File: src/common/uart_pkg.sv
package uart_pkg;

  // ------------------------------------------------------------------
  // Line-side constants
  // ------------------------------------------------------------------

  // Oversample ticks per bit period
  localparam int OVERSAMPLE = 16;
  // Width of any counter that walks one bit period
  localparam int OS_CNT_W = $clog2(OVERSAMPLE);
  // Payload bits per frame
  localparam int DATA_BITS = 8;
  // Start, data and stop bits of an 8N1 frame
  localparam int FRAME_BITS = DATA_BITS + 2;

  // ------------------------------------------------------------------
  // Line-side types
  // ------------------------------------------------------------------

  // Single-cycle strobes from the baud generator
  typedef struct packed {
    logic oversample;
    logic baud;
  } ticks_t;

  // Byte handed to the serializer
  typedef struct packed {
    logic                 valid;
    logic [DATA_BITS-1:0] data;
  } tx_req_t;

  // Byte recovered by the deserializer
  typedef struct packed {
    logic                 valid;
    logic [DATA_BITS-1:0] data;
    logic                 framing_err;
  } rx_byte_t;

endpackage

File: src/common/uart_reg_pkg.sv
package uart_reg_pkg;

  // ------------------------------------------------------------------
  // APB bus
  // ------------------------------------------------------------------

  localparam int APB_AW = 8;
  localparam int APB_DW = 32;

  // Requester side of the bus
  typedef struct packed {
    logic              psel;
    logic              penable;
    logic              pwrite;
    logic [APB_AW-1:0] paddr;
    logic [APB_DW-1:0] pwdata;
  } apb_req_t;

  // Completer side of the bus
  typedef struct packed {
    logic              pready;
    logic              pslverr;
    logic [APB_DW-1:0] prdata;
  } apb_rsp_t;

  // ------------------------------------------------------------------
  // Register map
  // ------------------------------------------------------------------

  // THR on write, RBR on read
  localparam logic [APB_AW-1:0] ADDR_THR_RBR = 8'h00;
  localparam logic [APB_AW-1:0] ADDR_DLL     = 8'h04;
  localparam logic [APB_AW-1:0] ADDR_DLM     = 8'h08;
  localparam logic [APB_AW-1:0] ADDR_LSR     = 8'h0C;

  // LSR bit positions
  localparam int LSR_DR   = 0;
  localparam int LSR_OE   = 1;
  localparam int LSR_FE   = 3;
  localparam int LSR_TEMT = 5;

  // Divisor bytes plus restart strobe for the baud generator
  typedef struct packed {
    logic [7:0] dll;
    logic [7:0] dlm;
    logic       div_write;
  } div_cfg_t;

  // Stored register state
  typedef struct packed {
    logic [7:0] rbr;
    logic [7:0] dll;
    logic [7:0] dlm;
    logic       dr;
    logic       oe;
    logic       fe;
  } reg_file_t;

endpackage

File: src/baud/uart_baud_gen.sv
module uart_baud_gen (
  input  logic                   clk_i,
  input  logic                   rst_n_i,
  input  uart_reg_pkg::div_cfg_t div_cfg_i,
  output uart_pkg::ticks_t       ticks_o
);

  logic [15:0]                   divisor;
  logic [15:0]                   os_last;
  logic [15:0]                   os_cnt;
  logic                          os_wrap;
  logic                          os_tick;
  logic [uart_pkg::OS_CNT_W-1:0] baud_cnt;

  // ------------------------------------------------------------------
  // Oversample counter
  // ------------------------------------------------------------------

  // DLM is the upper byte
  assign divisor = {div_cfg_i.dlm, div_cfg_i.dll};
  // Zero divisor behaves as one
  assign os_last = (divisor == 16'd0) ? 16'd0 : divisor - 16'd1;

  // Terminal count
  assign os_wrap = (os_cnt == os_last);
  // No tick while a new divisor restarts the counters
  assign os_tick = os_wrap & ~div_cfg_i.div_write;

  always_ff @(posedge clk_i) begin
    if (!rst_n_i) begin
      os_cnt <= '0;
    end else if (div_cfg_i.div_write || os_wrap) begin
      os_cnt <= '0;
    end else begin
      os_cnt <= os_cnt + 16'd1;
    end
  end

  // ------------------------------------------------------------------
  // Baud counter
  // ------------------------------------------------------------------

  // Advances once per oversample tick, wraps after 16
  always_ff @(posedge clk_i) begin
    if (!rst_n_i) begin
      baud_cnt <= '0;
    end else if (div_cfg_i.div_write) begin
      baud_cnt <= '0;
    end else if (os_tick) begin
      baud_cnt <= baud_cnt + 1'b1;
    end
  end

  // Baud tick rides on the oversample tick that wraps the counter
  assign ticks_o.oversample = os_tick;
  assign ticks_o.baud       =
    os_tick & (baud_cnt == uart_pkg::OS_CNT_W'(uart_pkg::OVERSAMPLE - 1));

endmodule

File: src/logic/uart_apb_regs.sv
module uart_apb_regs #(
  parameter logic [15:0] DIV_RESET = 16'd1
) (
  input  logic                   clk_i,
  input  logic                   rst_n_i,
  input  uart_reg_pkg::apb_req_t apb_req_i,
  output uart_reg_pkg::apb_rsp_t apb_rsp_o,
  output uart_reg_pkg::div_cfg_t div_cfg_o,
  output uart_pkg::tx_req_t      tx_req_o,
  input  logic                   tx_busy_i,
  input  uart_pkg::rx_byte_t     rx_byte_i
);

  uart_reg_pkg::reg_file_t regs_q;

  logic       wr_en;
  logic       rd_en;
  logic       sel_thr;
  logic       sel_dll;
  logic       sel_dlm;
  logic       sel_lsr;
  logic       addr_hit;
  logic       temt;
  logic       busy_err;
  logic [7:0] lsr;
  logic [7:0] rd_data;

  // ------------------------------------------------------------------
  // Access decode
  // ------------------------------------------------------------------

  // Access phase only, setup phase is ignored
  assign wr_en = apb_req_i.psel & apb_req_i.penable & apb_req_i.pwrite;
  assign rd_en = apb_req_i.psel & apb_req_i.penable & ~apb_req_i.pwrite;

  assign sel_thr  = (apb_req_i.paddr == uart_reg_pkg::ADDR_THR_RBR);
  assign sel_dll  = (apb_req_i.paddr == uart_reg_pkg::ADDR_DLL);
  assign sel_dlm  = (apb_req_i.paddr == uart_reg_pkg::ADDR_DLM);
  assign sel_lsr  = (apb_req_i.paddr == uart_reg_pkg::ADDR_LSR);
  assign addr_hit = sel_thr | sel_dll | sel_dlm | sel_lsr;

  // Transmitter free, the only back-pressure
  assign temt     = ~tx_busy_i;
  // THR write while a frame is still on the line
  assign busy_err = wr_en & sel_thr & ~temt;

  // ------------------------------------------------------------------
  // Handoff to baud generator and serializer
  // ------------------------------------------------------------------

  assign div_cfg_o.dll       = regs_q.dll;
  assign div_cfg_o.dlm       = regs_q.dlm;
  // Restart strobe on either divisor byte
  assign div_cfg_o.div_write = wr_en & (sel_dll | sel_dlm);

  // Serializer latches at the end of the access cycle
  assign tx_req_o.valid = wr_en & sel_thr & temt;
  assign tx_req_o.data  = apb_req_i.pwdata[7:0];

  // ------------------------------------------------------------------
  // Read path
  // ------------------------------------------------------------------

  always_comb begin
    lsr                         = '0;
    lsr[uart_reg_pkg::LSR_DR]   = regs_q.dr;
    lsr[uart_reg_pkg::LSR_OE]   = regs_q.oe;
    lsr[uart_reg_pkg::LSR_FE]   = regs_q.fe;
    lsr[uart_reg_pkg::LSR_TEMT] = temt;
  end

  always_comb begin
    rd_data = '0;
    if (sel_thr) rd_data = regs_q.rbr;
    if (sel_dll) rd_data = regs_q.dll;
    if (sel_dlm) rd_data = regs_q.dlm;
    if (sel_lsr) rd_data = lsr;
  end

  // Zero wait states
  assign apb_rsp_o.pready  = 1'b1;
  assign apb_rsp_o.pslverr = ((wr_en | rd_en) & ~addr_hit) | busy_err;
  assign apb_rsp_o.prdata  = rd_en ? {24'b0, rd_data} : '0;

  // ------------------------------------------------------------------
  // Register file
  // ------------------------------------------------------------------

  always_ff @(posedge clk_i) begin
    if (!rst_n_i) begin
      regs_q.rbr <= '0;
      regs_q.dll <= DIV_RESET[7:0];
      regs_q.dlm <= DIV_RESET[15:8];
      regs_q.dr  <= 1'b0;
      regs_q.oe  <= 1'b0;
      regs_q.fe  <= 1'b0;
    end else begin
      if (wr_en && sel_dll) regs_q.dll <= apb_req_i.pwdata[7:0];
      if (wr_en && sel_dlm) regs_q.dlm <= apb_req_i.pwdata[7:0];
      // Read side effects
      if (rd_en && sel_thr) regs_q.dr <= 1'b0;
      if (rd_en && sel_lsr) begin
        regs_q.oe <= 1'b0;
        regs_q.fe <= 1'b0;
      end
      // New byte wins over a clear in the same cycle
      if (rx_byte_i.valid) begin
        regs_q.rbr <= rx_byte_i.data;
        regs_q.dr  <= 1'b1;
        regs_q.fe  <= rx_byte_i.framing_err;
        // Unread byte gets overwritten
        if (regs_q.dr && !(rd_en && sel_thr)) regs_q.oe <= 1'b1;
      end
    end
  end

endmodule

File: src/logic/uart_rx.sv
module uart_rx (
  input  logic               clk_i,
  input  logic               rst_n_i,
  input  uart_pkg::ticks_t   ticks_i,
  input  logic               rx_i,
  output uart_pkg::rx_byte_t rx_byte_o
);

  localparam int W = uart_pkg::OS_CNT_W;
  // Eighth tick lands mid start bit
  localparam logic [W-1:0] MID_LAST = W'(uart_pkg::OVERSAMPLE / 2 - 1);
  localparam logic [W-1:0] BIT_LAST = W'(uart_pkg::OVERSAMPLE - 1);

  typedef enum logic [1:0] {
    ST_IDLE,
    ST_START,
    ST_DATA,
    ST_STOP
  } rx_state_e;

  rx_state_e                      state;
  logic                           rx_meta;
  logic                           rx_sync;
  logic                           rx_prev;
  logic                           fall;
  logic [W-1:0]                   phase;
  logic [2:0]                     bit_cnt;
  logic [uart_pkg::DATA_BITS-1:0] data_q;
  logic                           valid_q;
  logic                           fe_q;
  logic                           sample;

  // ------------------------------------------------------------------
  // Synchronizer and start edge
  // ------------------------------------------------------------------

  always_ff @(posedge clk_i) begin
    if (!rst_n_i) begin
      rx_meta <= 1'b1;
      rx_sync <= 1'b1;
      rx_prev <= 1'b1;
    end else begin
      rx_meta <= rx_i;
      rx_sync <= rx_meta;
      rx_prev <= rx_sync;
    end
  end

  assign fall = rx_prev & ~rx_sync;

  // Bit center reached in data state
  assign sample = ticks_i.oversample && (phase == BIT_LAST) &&
                  (state == ST_DATA);

  // LSB arrives first
  always_ff @(posedge clk_i) begin
    if (sample) data_q <= {rx_sync, data_q[uart_pkg::DATA_BITS-1:1]};
  end

  // ------------------------------------------------------------------
  // Frame FSM
  // ------------------------------------------------------------------

  always_ff @(posedge clk_i) begin
    if (!rst_n_i) begin
      state   <= ST_IDLE;
      phase   <= '0;
      bit_cnt <= '0;
      valid_q <= 1'b0;
      fe_q    <= 1'b0;
    end else begin
      valid_q <= 1'b0;
      case (state)
        ST_IDLE: begin
          phase <= '0;
          if (fall) state <= ST_START;
        end
        ST_START: if (ticks_i.oversample) begin
          phase <= phase + 1'b1;
          if (phase == MID_LAST) begin
            // Glitch shorter than half a bit goes back to idle
            phase   <= '0;
            bit_cnt <= '0;
            state   <= rx_sync ? ST_IDLE : ST_DATA;
          end
        end
        ST_DATA: if (ticks_i.oversample) begin
          phase <= phase + 1'b1;
          if (phase == BIT_LAST) begin
            bit_cnt <= bit_cnt + 1'b1;
            if (bit_cnt == 3'(uart_pkg::DATA_BITS - 1)) state <= ST_STOP;
          end
        end
        default: if (ticks_i.oversample) begin
          phase <= phase + 1'b1;
          if (phase == BIT_LAST) begin
            // Stop bit must be high
            valid_q <= 1'b1;
            fe_q    <= ~rx_sync;
            state   <= ST_IDLE;
          end
        end
      endcase
    end
  end

  assign rx_byte_o.valid       = valid_q;
  assign rx_byte_o.data        = data_q;
  assign rx_byte_o.framing_err = fe_q;

endmodule

File: src/logic/uart_top.sv
module uart_top #(
  parameter logic [15:0] DIV_RESET = 16'd1
) (
  input  logic                   clk_i,
  input  logic                   rst_n_i,
  input  uart_reg_pkg::apb_req_t apb_req_i,
  output uart_reg_pkg::apb_rsp_t apb_rsp_o,
  output logic                   tx_o,
  input  logic                   rx_i
);

  // ------------------------------------------------------------------
  // Stage interconnect
  // ------------------------------------------------------------------

  uart_reg_pkg::div_cfg_t div_cfg;
  uart_pkg::ticks_t       ticks;
  uart_pkg::tx_req_t      tx_req;
  uart_pkg::rx_byte_t     rx_byte;
  logic                   tx_busy;

  // Register block, owns the reset divisor
  uart_apb_regs #(
    .DIV_RESET (DIV_RESET)
  ) u_regs (
    .clk_i     (clk_i),
    .rst_n_i   (rst_n_i),
    .apb_req_i (apb_req_i),
    .apb_rsp_o (apb_rsp_o),
    .div_cfg_o (div_cfg),
    .tx_req_o  (tx_req),
    .tx_busy_i (tx_busy),
    .rx_byte_i (rx_byte)
  );

  // Shared tick source for both directions
  uart_baud_gen u_baud (
    .clk_i     (clk_i),
    .rst_n_i   (rst_n_i),
    .div_cfg_i (div_cfg),
    .ticks_o   (ticks)
  );

  uart_tx u_tx (
    .clk_i     (clk_i),
    .rst_n_i   (rst_n_i),
    .ticks_i   (ticks),
    .tx_req_i  (tx_req),
    .tx_busy_o (tx_busy),
    .tx_o      (tx_o)
  );

  uart_rx u_rx (
    .clk_i     (clk_i),
    .rst_n_i   (rst_n_i),
    .ticks_i   (ticks),
    .rx_i      (rx_i),
    .rx_byte_o (rx_byte)
  );

endmodule

File: src/logic/uart_tx.sv
module uart_tx (
  input  logic               clk_i,
  input  logic               rst_n_i,
  input  uart_pkg::ticks_t   ticks_i,
  input  uart_pkg::tx_req_t  tx_req_i,
  output logic               tx_busy_o,
  output logic               tx_o
);

  localparam int CNT_W = $clog2(uart_pkg::FRAME_BITS + 1);

  logic [uart_pkg::FRAME_BITS-1:0] shreg;
  logic [CNT_W-1:0]                bit_cnt;
  logic                            busy_q;
  logic                            tx_q;
  logic                            load;
  logic                            step;

  // New byte only accepted while idle
  assign load = tx_req_i.valid & ~busy_q;
  // One bit per baud tick once a frame is pending
  assign step = ticks_i.baud & busy_q;

  // ------------------------------------------------------------------
  // Frame shift register
  // ------------------------------------------------------------------

  // Stop, data, start with the start bit in the LSB
  always_ff @(posedge clk_i) begin
    if (load) begin
      shreg <= {1'b1, tx_req_i.data, 1'b0};
    end else if (step) begin
      // Back-fill with idle level
      shreg <= {1'b1, shreg[uart_pkg::FRAME_BITS-1:1]};
    end
  end

  // ------------------------------------------------------------------
  // Bit sequencing
  // ------------------------------------------------------------------

  always_ff @(posedge clk_i) begin
    if (!rst_n_i) begin
      busy_q  <= 1'b0;
      tx_q    <= 1'b1;
      bit_cnt <= '0;
    end else if (load) begin
      // Line stays idle until the next baud tick
      busy_q  <= 1'b1;
      bit_cnt <= '0;
    end else if (step) begin
      if (bit_cnt == CNT_W'(uart_pkg::FRAME_BITS)) begin
        // Stop bit has run its full period
        busy_q <= 1'b0;
        tx_q   <= 1'b1;
      end else begin
        tx_q    <= shreg[0];
        bit_cnt <= bit_cnt + 1'b1;
      end
    end
  end

  assign tx_busy_o = busy_q;
  assign tx_o      = tx_q;

endmodule

File: config.mk
export PLATFORM = sky130hd
export DESIGN_NAME = uart_top
export DESIGN_NICKNAME = d
export VERILOG_FILES = /design/src/common/uart_pkg.sv /design/src/common/uart_reg_pkg.sv /design/src/baud/uart_baud_gen.sv /design/src/logic/uart_apb_regs.sv /design/src/logic/uart_rx.sv /design/src/logic/uart_top.sv /design/src/logic/uart_tx.sv
export SDC_FILE = /design/constraint.sdc
export NUM_CORES = 1
export LEC_CHECK = 0
export BUFFER_PORTS_ARGS = -buffer_cell sky130_fd_sc_hd__buf_2
export CAP_MARGIN = 0
export CORE_MARGIN = 2
export CORE_UTILIZATION = 30
export CTS_CLUSTER_SIZE = 40
export DETAILED_ROUTE_END_ITERATION = 12
export GPL_TIMING_DRIVEN = 0
export REMOVE_ABC_BUFFERS = 1
export SLEW_MARGIN = 30
export SYNTH_ARGS = -nofsm -noshare
export SYNTH_HDL_FRONTEND = slang
export SYNTH_HIERARCHICAL = 1
export SYNTH_SLANG_ARGS = --single-unit
File: constraint.sdc
create_clock -name clk_i -period 6.9 [get_ports clk_i]
set_clock_uncertainty 0.15 [all_clocks]
set_input_delay 0 -clock clk_i [delete_from_list [all_inputs] [get_ports clk_i]]
set_output_delay 0 -clock clk_i [all_outputs]
set_load 0.02 [all_outputs]
==> results of run 1 <==
[per-stage QoR]
step	instance area (um2)	util, %	power (mW)
final	5420	32.8	1.07
after global routing	5420	32.8	1.12
after CTS	5420	32.8	1.09
after detailed placement	5030	30.5	0.628
after global placement	5030	30.5	0.629
after floorplan	4600	-	0.597
[cell usage in the layout, fill, tap and decap left out, types with 17 or more instances in the layout]
cell type / netlist / final
sky130_fd_sc_hd__nor2b_1: 17 / 17
sky130_fd_sc_hd__xnor2_1: 17 / 17
sky130_fd_sc_hd__nand2_1: 34 / 34
sky130_fd_sc_hd__conb_1: 2 / 25
sky130_fd_sc_hd__nand3_1: 32 / 32
sky130_fd_sc_hd__dfxtp_1: 68 / 68
sky130_fd_sc_hd__inv_1: 17 / 17
sky130_fd_sc_hd__a21oi_1: 25 / 25
sky130_fd_sc_hd__nor2_1: 54 / 54
sky130_fd_sc_hd__buf_2: 6 / 31
[per-layer routing]
metal  vias to the layer above  share of wire (%)  global-route usage [%]
li1                       1947                  -                       -
met1                      1781                 48                    15.9
met2                        69                 47                    19.9
met3                         6                4.2                    3.16
met4                         0               0.72                    3.07
met5                         -                  0                       0
[path summary, 6_finish.rpt]
kind | endpoint
max | u_rx/state[0]
min | u_regs/div_cfg_o[6]
max reg2reg | u_rx/state[0]
min reg2reg | u_rx/rx_sync
[worst max-delay path, stage by stage (launching register included)]
cell	delay, ps
sky130_fd_sc_hd__dfxtp_1	410
sky130_fd_sc_hd__inv_1	90
sky130_fd_sc_hd__ha_1	200
sky130_fd_sc_hd__nor4b_1	390
sky130_fd_sc_hd__and3_1	390
sky130_fd_sc_hd__a32oi_1	90
sky130_fd_sc_hd__o32a_1	320
sky130_fd_sc_hd__a2111oi_0	500
sky130_fd_sc_hd__nand4_1	450
sky130_fd_sc_hd__or2_2	440
sky130_fd_sc_hd__nor2_1	350
sky130_fd_sc_hd__and3_1	360
sky130_fd_sc_hd__a21oi_1	210
sky130_fd_sc_hd__or4_1	530
sky130_fd_sc_hd__a21oi_1	150
[logic make-up after synthesis]
family | after synthesis | share of synthesized area (%)
AOI/OAI and AO/OA | 111 | 15.0
xor gates and xnor gates | 29 | 5.18
adders and majority gates | 12 | 2.97
buffers and inverters | 94 | 11.8
DFF | 84 | 36.5
muxes | 18 | 3.62
other | 2 | 0.149
and+or+nand+nor | 218 | 24.8
[report_power, final]
group / switching (mW) / total [mW] / internal (mW)
Combinational: 0.0705 / 0.111 / 0.0409
Clock: 0.202 / 0.447 / 0.245
Sequential: 0.00671 / 0.512 / 0.505
[flip-flops by register name (all words and copies together) (netlist names), 2 cells and up]
signal and cells:
u_tx/shreg 9, u_rx/state 2, u_regs/lsr 3, u_regs/div_cfg_o 16, u_tx/bit_cnt 4, u_baud/os_cnt 16
u_baud/baud_cnt 4, u_rx/bit_cnt 3, u_rx/data_q 8, u_regs/regs_q 8, u_rx/phase 4
[final cells by class]
cell class | instances | area, um2
clock buffers | 9 | 225
clock inverters | 7 | 50.0
fillers | 1755 | 11100
inverters | 17 | 63.8
multi-input cells | 413 | 2700
flip-flops and latches | 84 | 1840
well taps | 220 | 275
repair buffers | 42 | 265
[timing repair]
item / in CTS / in global routing
hold buffers: 11 / 0
endpoints found under the hold margin: 26 / 0
endpoints found under the setup margin: 0 / 0
==> impl_metrics.prom, run 1 <==
# TYPE chip_impl_metric gauge
chip_impl_info{name="outcome",value="complete, no violations"} 1
chip_impl_metric{name="synth.distinct_cells",unit=""} 79
chip_impl_metric{name="port_buffers",unit=""} 31
chip_impl_metric{name="detailedRoute.firstPassIterationCount",unit=""} 6
chip_impl_metric{name="synth_edf_count",unit=""} 16
chip_impl_metric{name="cts_inserted_buffers",unit=""} 9
chip_impl_metric{name="final_hold_vio_count",unit=""} 0
chip_impl_metric{name="reg2reg_depth",unit=""} 14
chip_impl_metric{name="final_net_count",unit=""} 625
chip_impl_info{name="startpoint",value="u_regs/div_cfg_o[9]"} 1
chip_impl_metric{name="final_critical_path_setup_slack",unit="ps"} 1770
chip_impl_metric{name="instances_no_fill",unit=""} 792
chip_impl_metric{name="vias_per_cell",unit=""} 4.80
chip_impl_metric{name="syn_to_layout_area_delta",unit="%"} 7.36
chip_impl_metric{name="die-width",unit="um"} 134
chip_impl_metric{name="clk_pin_slew",unit="ps"} 70
chip_impl_metric{name="report.final.slew_viol_count",unit=""} 0
chip_impl_metric{name="antenna_found_initial",unit=""} 0
chip_impl_metric{name="clk_path_buf_depth",unit=""} 2
chip_impl_metric{name="avgSynthCellArea",unit="um2"} 8.89
chip_impl_metric{name="yosys_register_bits",unit=""} 84
chip_impl_metric{name="timing_worst_slew_pin_value",unit="ps"} 824
chip_impl_metric{name="critPathMaxFanout",unit=""} 10
chip_impl_info{name="cp-end-kind",value="flop"} 1
chip_impl_info{name="cts.root.buffer_cell",value="sky130_fd_sc_hd__clkbuf_16"} 1
chip_impl_metric{name="power_per_cell_area",unit="nW/um2"} 198
chip_impl_info{name="synth_most_common_cell",value="sky130_fd_sc_hd__dfxtp_1"} 1
chip_impl_metric{name="antenna_left",unit=""} 0
chip_impl_info{name="worst_min_delay_path_category",value="in2reg"} 1
chip_impl_metric{name="clock.fmax",unit="MHz"} 195
chip_impl_metric{name="post_cts.repair.setup_buffers",unit=""} 0
chip_impl_metric{name="netlist_instances",unit=""} 568
chip_impl_metric{name="rows",unit=""} 47
chip_impl_metric{name="detail_route.wirelength",unit="um"} 10500
chip_impl_info{name="critical_path.startpoint_type",value="flop"} 1
chip_impl_metric{name="post-dp-hpwl",unit="um"} 7650
chip_impl_metric{name="dieArea",unit="um2"} 17900
chip_impl_metric{name="yosys_warnings",unit=""} 6
chip_impl_metric{name="groute.usage.overall",unit="%"} 12.2
chip_impl_metric{name="boundaryPins",unit=""} 81
chip_impl_info{name="cts_tree",value="done"} 1
chip_impl_metric{name="p_leak",unit="nW"} 1.93
chip_impl_metric{name="netlist_area",unit="um2"} 5050
chip_impl_metric{name="number_of_max_cap_violations",unit=""} 0
chip_impl_info{name="cell_types_with_the_largest_area_share_after_synthesis",value="sky130_fd_sc_hd__dfxtp_1, sky130_fd_sc_hd__edfxtp_1, sky130_fd_sc_hd__buf_4"} 1
chip_impl_metric{name="placement_setup_slack",unit="ps"} 1860
chip_impl_metric{name="drc",unit=""} 0
chip_impl_metric{name="drt-wirelength-per-cell",unit="um"} 13.3
chip_impl_metric{name="fin_crit",unit="ps"} 5130
chip_impl_metric{name="globalplace.congestion",unit=""} 0.788
chip_impl_metric{name="route.vias.total",unit=""} 3803
chip_impl_metric{name="slew-limit-headroom",unit="%"} 45.1
chip_impl_metric{name="drive_gt1_share",unit="%"} 13.1
chip_impl_info{name="post-synth-top-area-cell",value="sky130_fd_sc_hd__dfxtp_1"} 1
chip_impl_metric{name="die_h",unit="um"} 134
chip_impl_metric{name="cts.sinks",unit=""} 84
chip_impl_metric{name="pin_count_of_the_biggest_net_entering_global_routing",unit=""} 48
chip_impl_metric{name="grt_pass1_vias",unit=""} 3492
chip_impl_metric{name="worst_ep_required_time",unit="ps"} 7010
chip_impl_metric{name="dp.cells",unit=""} 765
chip_impl_info{name="dominantRegCellSynth",value="sky130_fd_sc_hd__dfxtp_1"} 1
chip_impl_metric{name="initial_utilization",unit="%"} 30.5
chip_impl_info{name="synth_cell_count_leaders",value="sky130_fd_sc_hd__dfxtp_1, sky130_fd_sc_hd__buf_4, sky130_fd_sc_hd__nor2_1"} 1
chip_impl_metric{name="postSynth.asyncResetShare",unit="%"} 0
chip_impl_metric{name="grt_first_pass_wirelength",unit="um"} 17600
chip_impl_metric{name="clk_latency",unit="ps"} 340
chip_impl_metric{name="detail_route.iter0.violations",unit=""} 244
chip_impl_info{name="timing_worst_setup_path_type",value="reg2reg"} 1
chip_impl_metric{name="cp.arrival",unit="ps"} 5240
chip_impl_metric{name="peakVddDrop",unit="V"} 0.000114
chip_impl_info{name="grt_setup_unrepaired",value="no"} 1
chip_impl_metric{name="grt_overflow_total",unit=""} 0
chip_impl_metric{name="netlist.area_leader.share",unit="%"} 27.0
chip_impl_metric{name="fin_setup_tns",unit="ps"} 0
chip_impl_info{name="worst_r2r_startpoint",value="u_regs/div_cfg_o[9]"} 1
chip_impl_metric{name="cts_resized",unit=""} 0
chip_impl_metric{name="holdPathStages",unit=""} 4
chip_impl_metric{name="design.core.area",unit="um2"} 16500
chip_impl_info{name="hp_start",value="apb_req_i[32]"} 1
chip_impl_metric{name="setup_violations",unit=""} 0
chip_impl_metric{name="cts.htree.levels",unit=""} 3
chip_impl_metric{name="worst_r2r_setup_slack",unit="ps"} 1770
chip_impl_metric{name="min_period_over_period",unit="%"} 74.3
chip_impl_metric{name="hold_slack",unit="ps"} 18.4
chip_impl_metric{name="antenna_cells_inserted",unit=""} 0
chip_impl_metric{name="sequential_element_share_of_the_synthesized_area",unit="%"} 36.5
No activity file was read; power rests on OpenSTA's default activity.
==> run 2: changes to the inputs <==
clock period = 4.9 ns   (was 6.9 ns; I/O delays follow)
==> impl_metrics.prom, run 2 (synthesis results as in run 1) <==
# TYPE chip_impl_metric gauge
chip_impl_info{name="outcome",value="complete, no violations"} 1
chip_impl_metric{name="syn_to_layout_area_delta",unit="%"} 7.91
chip_impl_metric{name="power.share.sequential",unit="%"} 47.8
chip_impl_info{name="timing.critical_path.slowest_stage_cell",value="sky130_fd_sc_hd__or4b_2"} 1
chip_impl_info{name="commonest_non_fill_non_tap_cells_in_the_layout",value="sky130_fd_sc_hd__dfxtp_1, sky130_fd_sc_hd__nor2_1, sky130_fd_sc_hd__nand2_1"} 1
chip_impl_metric{name="peakVddDrop",unit="V"} 0.000161
chip_impl_info{name="critical_path.startpoint_type",value="flop"} 1
chip_impl_metric{name="drc",unit=""} 0
chip_impl_metric{name="antenna_left",unit=""} 0
chip_impl_info{name="routed.top_layer",value="met4"} 1
chip_impl_metric{name="antenna_cells_inserted",unit=""} 0
chip_impl_metric{name="vias_per_cell",unit=""} 4.80
chip_impl_metric{name="final_critical_path_setup_slack",unit="ps"} 272
chip_impl_metric{name="worst_r2r_setup_slack",unit="ps"} 270
chip_impl_metric{name="grt_pass1_vias",unit=""} 3495
chip_impl_info{name="cts_tree",value="done"} 1
chip_impl_metric{name="min_period_over_period",unit="%"} 94.4
chip_impl_metric{name="cp.arrival",unit="ps"} 4740
chip_impl_metric{name="critPathMaxFanout",unit=""} 8
chip_impl_metric{name="slew-limit-headroom",unit="%"} 45.3
chip_impl_metric{name="holdPathStages",unit=""} 4
chip_impl_metric{name="routed-wl-met3",unit="um"} 421
chip_impl_metric{name="antenna_found_initial",unit=""} 0
chip_impl_metric{name="final_hold_vio_count",unit=""} 0
chip_impl_metric{name="design.core.area",unit="um2"} 16500
chip_impl_metric{name="initial_utilization",unit="%"} 30.5
chip_impl_metric{name="cts.htree.levels",unit=""} 3
chip_impl_metric{name="timing.critical_path.slowest_cell_delay",unit="ps"} 640
chip_impl_metric{name="p_leak",unit="nW"} 1.94
chip_impl_metric{name="final_net_count",unit=""} 626
chip_impl_metric{name="setup_violations",unit=""} 0
chip_impl_info{name="timing_worst_setup_path_type",value="reg2reg"} 1
chip_impl_metric{name="power_per_cell_area",unit="nW/um2"} 277
chip_impl_info{name="worstReg2RegEnd",value="u_rx/state[0]"} 1
chip_impl_metric{name="detailedRoute.firstPassIterationCount",unit=""} 4
chip_impl_metric{name="clock.fmax",unit="MHz"} 216
chip_impl_info{name="cts.root.buffer_cell",value="sky130_fd_sc_hd__clkbuf_16"} 1
chip_impl_metric{name="fin_setup_tns",unit="ps"} 0
chip_impl_metric{name="groute.usage.overall",unit="%"} 12.2
chip_impl_metric{name="instances_no_fill",unit=""} 793
chip_impl_metric{name="detail_route.wirelength.met1",unit="um"} 5160
chip_impl_metric{name="grt_first_pass_wirelength",unit="um"} 17700
chip_impl_metric{name="clk_path_buf_depth",unit=""} 2
chip_impl_metric{name="cts_inserted_buffers",unit=""} 9
chip_impl_metric{name="timing.critical_path.buf_inv",unit=""} 1
chip_impl_metric{name="dp.cells",unit=""} 765
chip_impl_metric{name="placement_setup_slack",unit="ps"} -139
chip_impl_metric{name="globalplace.congestion",unit=""} 0.788
chip_impl_info{name="worst_min_delay_path_category",value="in2reg"} 1
chip_impl_info{name="final_common_cell",value="sky130_fd_sc_hd__dfxtp_1"} 1
chip_impl_info{name="worst_path_dominant_cell_family",value="simple AND/OR/NAND/NOR gates"} 1
chip_impl_info{name="critical_path.most_common_cell",value="sky130_fd_sc_hd__nor2_1"} 1
chip_impl_metric{name="port_buffers",unit=""} 31
chip_impl_metric{name="detail_route.iter0.violations",unit=""} 248
chip_impl_metric{name="comb_power_share",unit="%"} 10.5
chip_impl_metric{name="route.vias.total",unit=""} 3804
chip_impl_metric{name="clk_latency",unit="ps"} 340
chip_impl_metric{name="post-dp-hpwl",unit="um"} 7650
chip_impl_info{name="timing.hold.worst_endpoint",value="u_regs/div_cfg_o[7]"} 1
chip_impl_metric{name="timing_worst_slew_pin_value",unit="ps"} 820
chip_impl_info{name="worst_r2r_startpoint",value="u_regs/div_cfg_o[9]"} 1
chip_impl_metric{name="net_sw_power",unit="uW"} 395
chip_impl_info{name="grt_setup_unrepaired",value="no"} 1
chip_impl_metric{name="fin_crit",unit="ps"} 4630
chip_impl_metric{name="reg2reg_depth",unit=""} 14
chip_impl_metric{name="cts.sinks",unit=""} 84
chip_impl_metric{name="drive_gt1_share",unit="%"} 14.0
chip_impl_info{name="hp_start",value="apb_req_i[32]"} 1
chip_impl_metric{name="hold_slack",unit="ps"} 16.9
chip_impl_info{name="startpoint",value="u_regs/div_cfg_o[9]"} 1
chip_impl_metric{name="dieArea",unit="um2"} 17900
chip_impl_info{name="cp_cell_sequence",value="inv_1 -> ha_1 -> or4b_2 -> nor2_1 -> mux2i_1 -> xnor2_1 -> a221o_1 -> or4b_4 -> or2_2 -> nor2_4 -> nor2_1 -> a2111o_1 -> or4_1 -> a21oi_1"} 1
chip_impl_metric{name="die_h",unit="um"} 134
chip_impl_metric{name="worst_ep_required_time",unit="ps"} 5010
chip_impl_metric{name="detail_route.wirelength",unit="um"} 10600
chip_impl_metric{name="number_of_max_cap_violations",unit=""} 0
chip_impl_metric{name="swShare",unit="%"} 26.2
chip_impl_metric{name="die-width",unit="um"} 134
chip_impl_info{name="cp-end-kind",value="flop"} 1
chip_impl_metric{name="clock_power_share",unit="%"} 41.7
chip_impl_metric{name="drt-wirelength-per-cell",unit="um"} 13.4
chip_impl_metric{name="rows",unit=""} 47
chip_impl_metric{name="cell_internal_pwr",unit="mW"} 1.11
chip_impl_metric{name="pin_count_of_the_biggest_net_entering_global_routing",unit=""} 48
chip_impl_metric{name="boundaryPins",unit=""} 81
chip_impl_metric{name="routed_wl_met2",unit="um"} 4980
chip_impl_metric{name="report.final.slew_viol_count",unit=""} 0
chip_impl_metric{name="grt_overflow_total",unit=""} 0
chip_impl_metric{name="clk_pin_slew",unit="ps"} 60
run 2: metal layers:
| metal | up-vias | track usage [%] |
|---|---|---|
| met5 | - | 0 |
| met4 | 0 | 3.07 |
| met3 | 6 | 3.16 |
| met2 | 60 | 20.0 |
| met1 | 1789 | 16.0 |
| li1 | 1949 | - |
run 2: cell type report:
| class | count | area (um2) |
|---|---|---|
| fill | 1751 | 11100 |
| clock inverter | 7 | 50.0 |
| sequential | 84 | 1840 |
| tap | 220 | 275 |
| clock buffer | 9 | 225 |
| inverter | 17 | 63.8 |
| timing repair buffer | 43 | 273 |
| multi-input combinational | 413 | 2720 |
run 2: worst min-delay path, stage by stage:
cell	delay (ps)
sky130_fd_sc_hd__buf_2	110
sky130_fd_sc_hd__nor4_4	70
sky130_fd_sc_hd__nand4_4	200
sky130_fd_sc_hd__o21ai_1	90
run 2: worst max-delay path by stage:
stage                               end  slack, ps  cells past startpoint
after floorplan           u_rx/state[0]        570                     14
after global placement    u_rx/state[0]       -140                     14
after detailed placement  u_rx/state[0]       -140                     14
after CTS                 u_rx/state[0]         70                     14
after global routing      u_rx/state[0]         90                     14
final                     u_rx/state[0]        270                     14
run 2: through the flow:
| stage | instance area [um2] | util, % | power (mW) |
|---|---|---|---|
| after floorplan | 4600 | - | 0.841 |
| final | 5450 | 33.0 | 1.51 |
| after global routing | 5450 | 33.0 | 1.58 |
| after detailed placement | 5030 | 30.5 | 0.885 |
| after global placement | 5030 | 30.5 | 0.885 |
| after CTS | 5430 | 32.9 | 1.53 |
run 2: power groups by stage:
stage,clock [mW],sequential [mW],combinational (mW)
finish,0.630,0.721,0.158
global route,0.681,0.722,0.179
CTS,0.652,0.721,0.157
detailed placement,0,0.736,0.149
global placement,0,0.736,0.149
floorplan,0,0.734,0.107
run 2: what timing repair did:
item,in CTS,in global routing
setup endpoints to repair,10,10
hold buffers,11,0
resized for setup,1,5
pin swaps,1,0
hold endpoints to repair,26,0
setup buffers,1,0
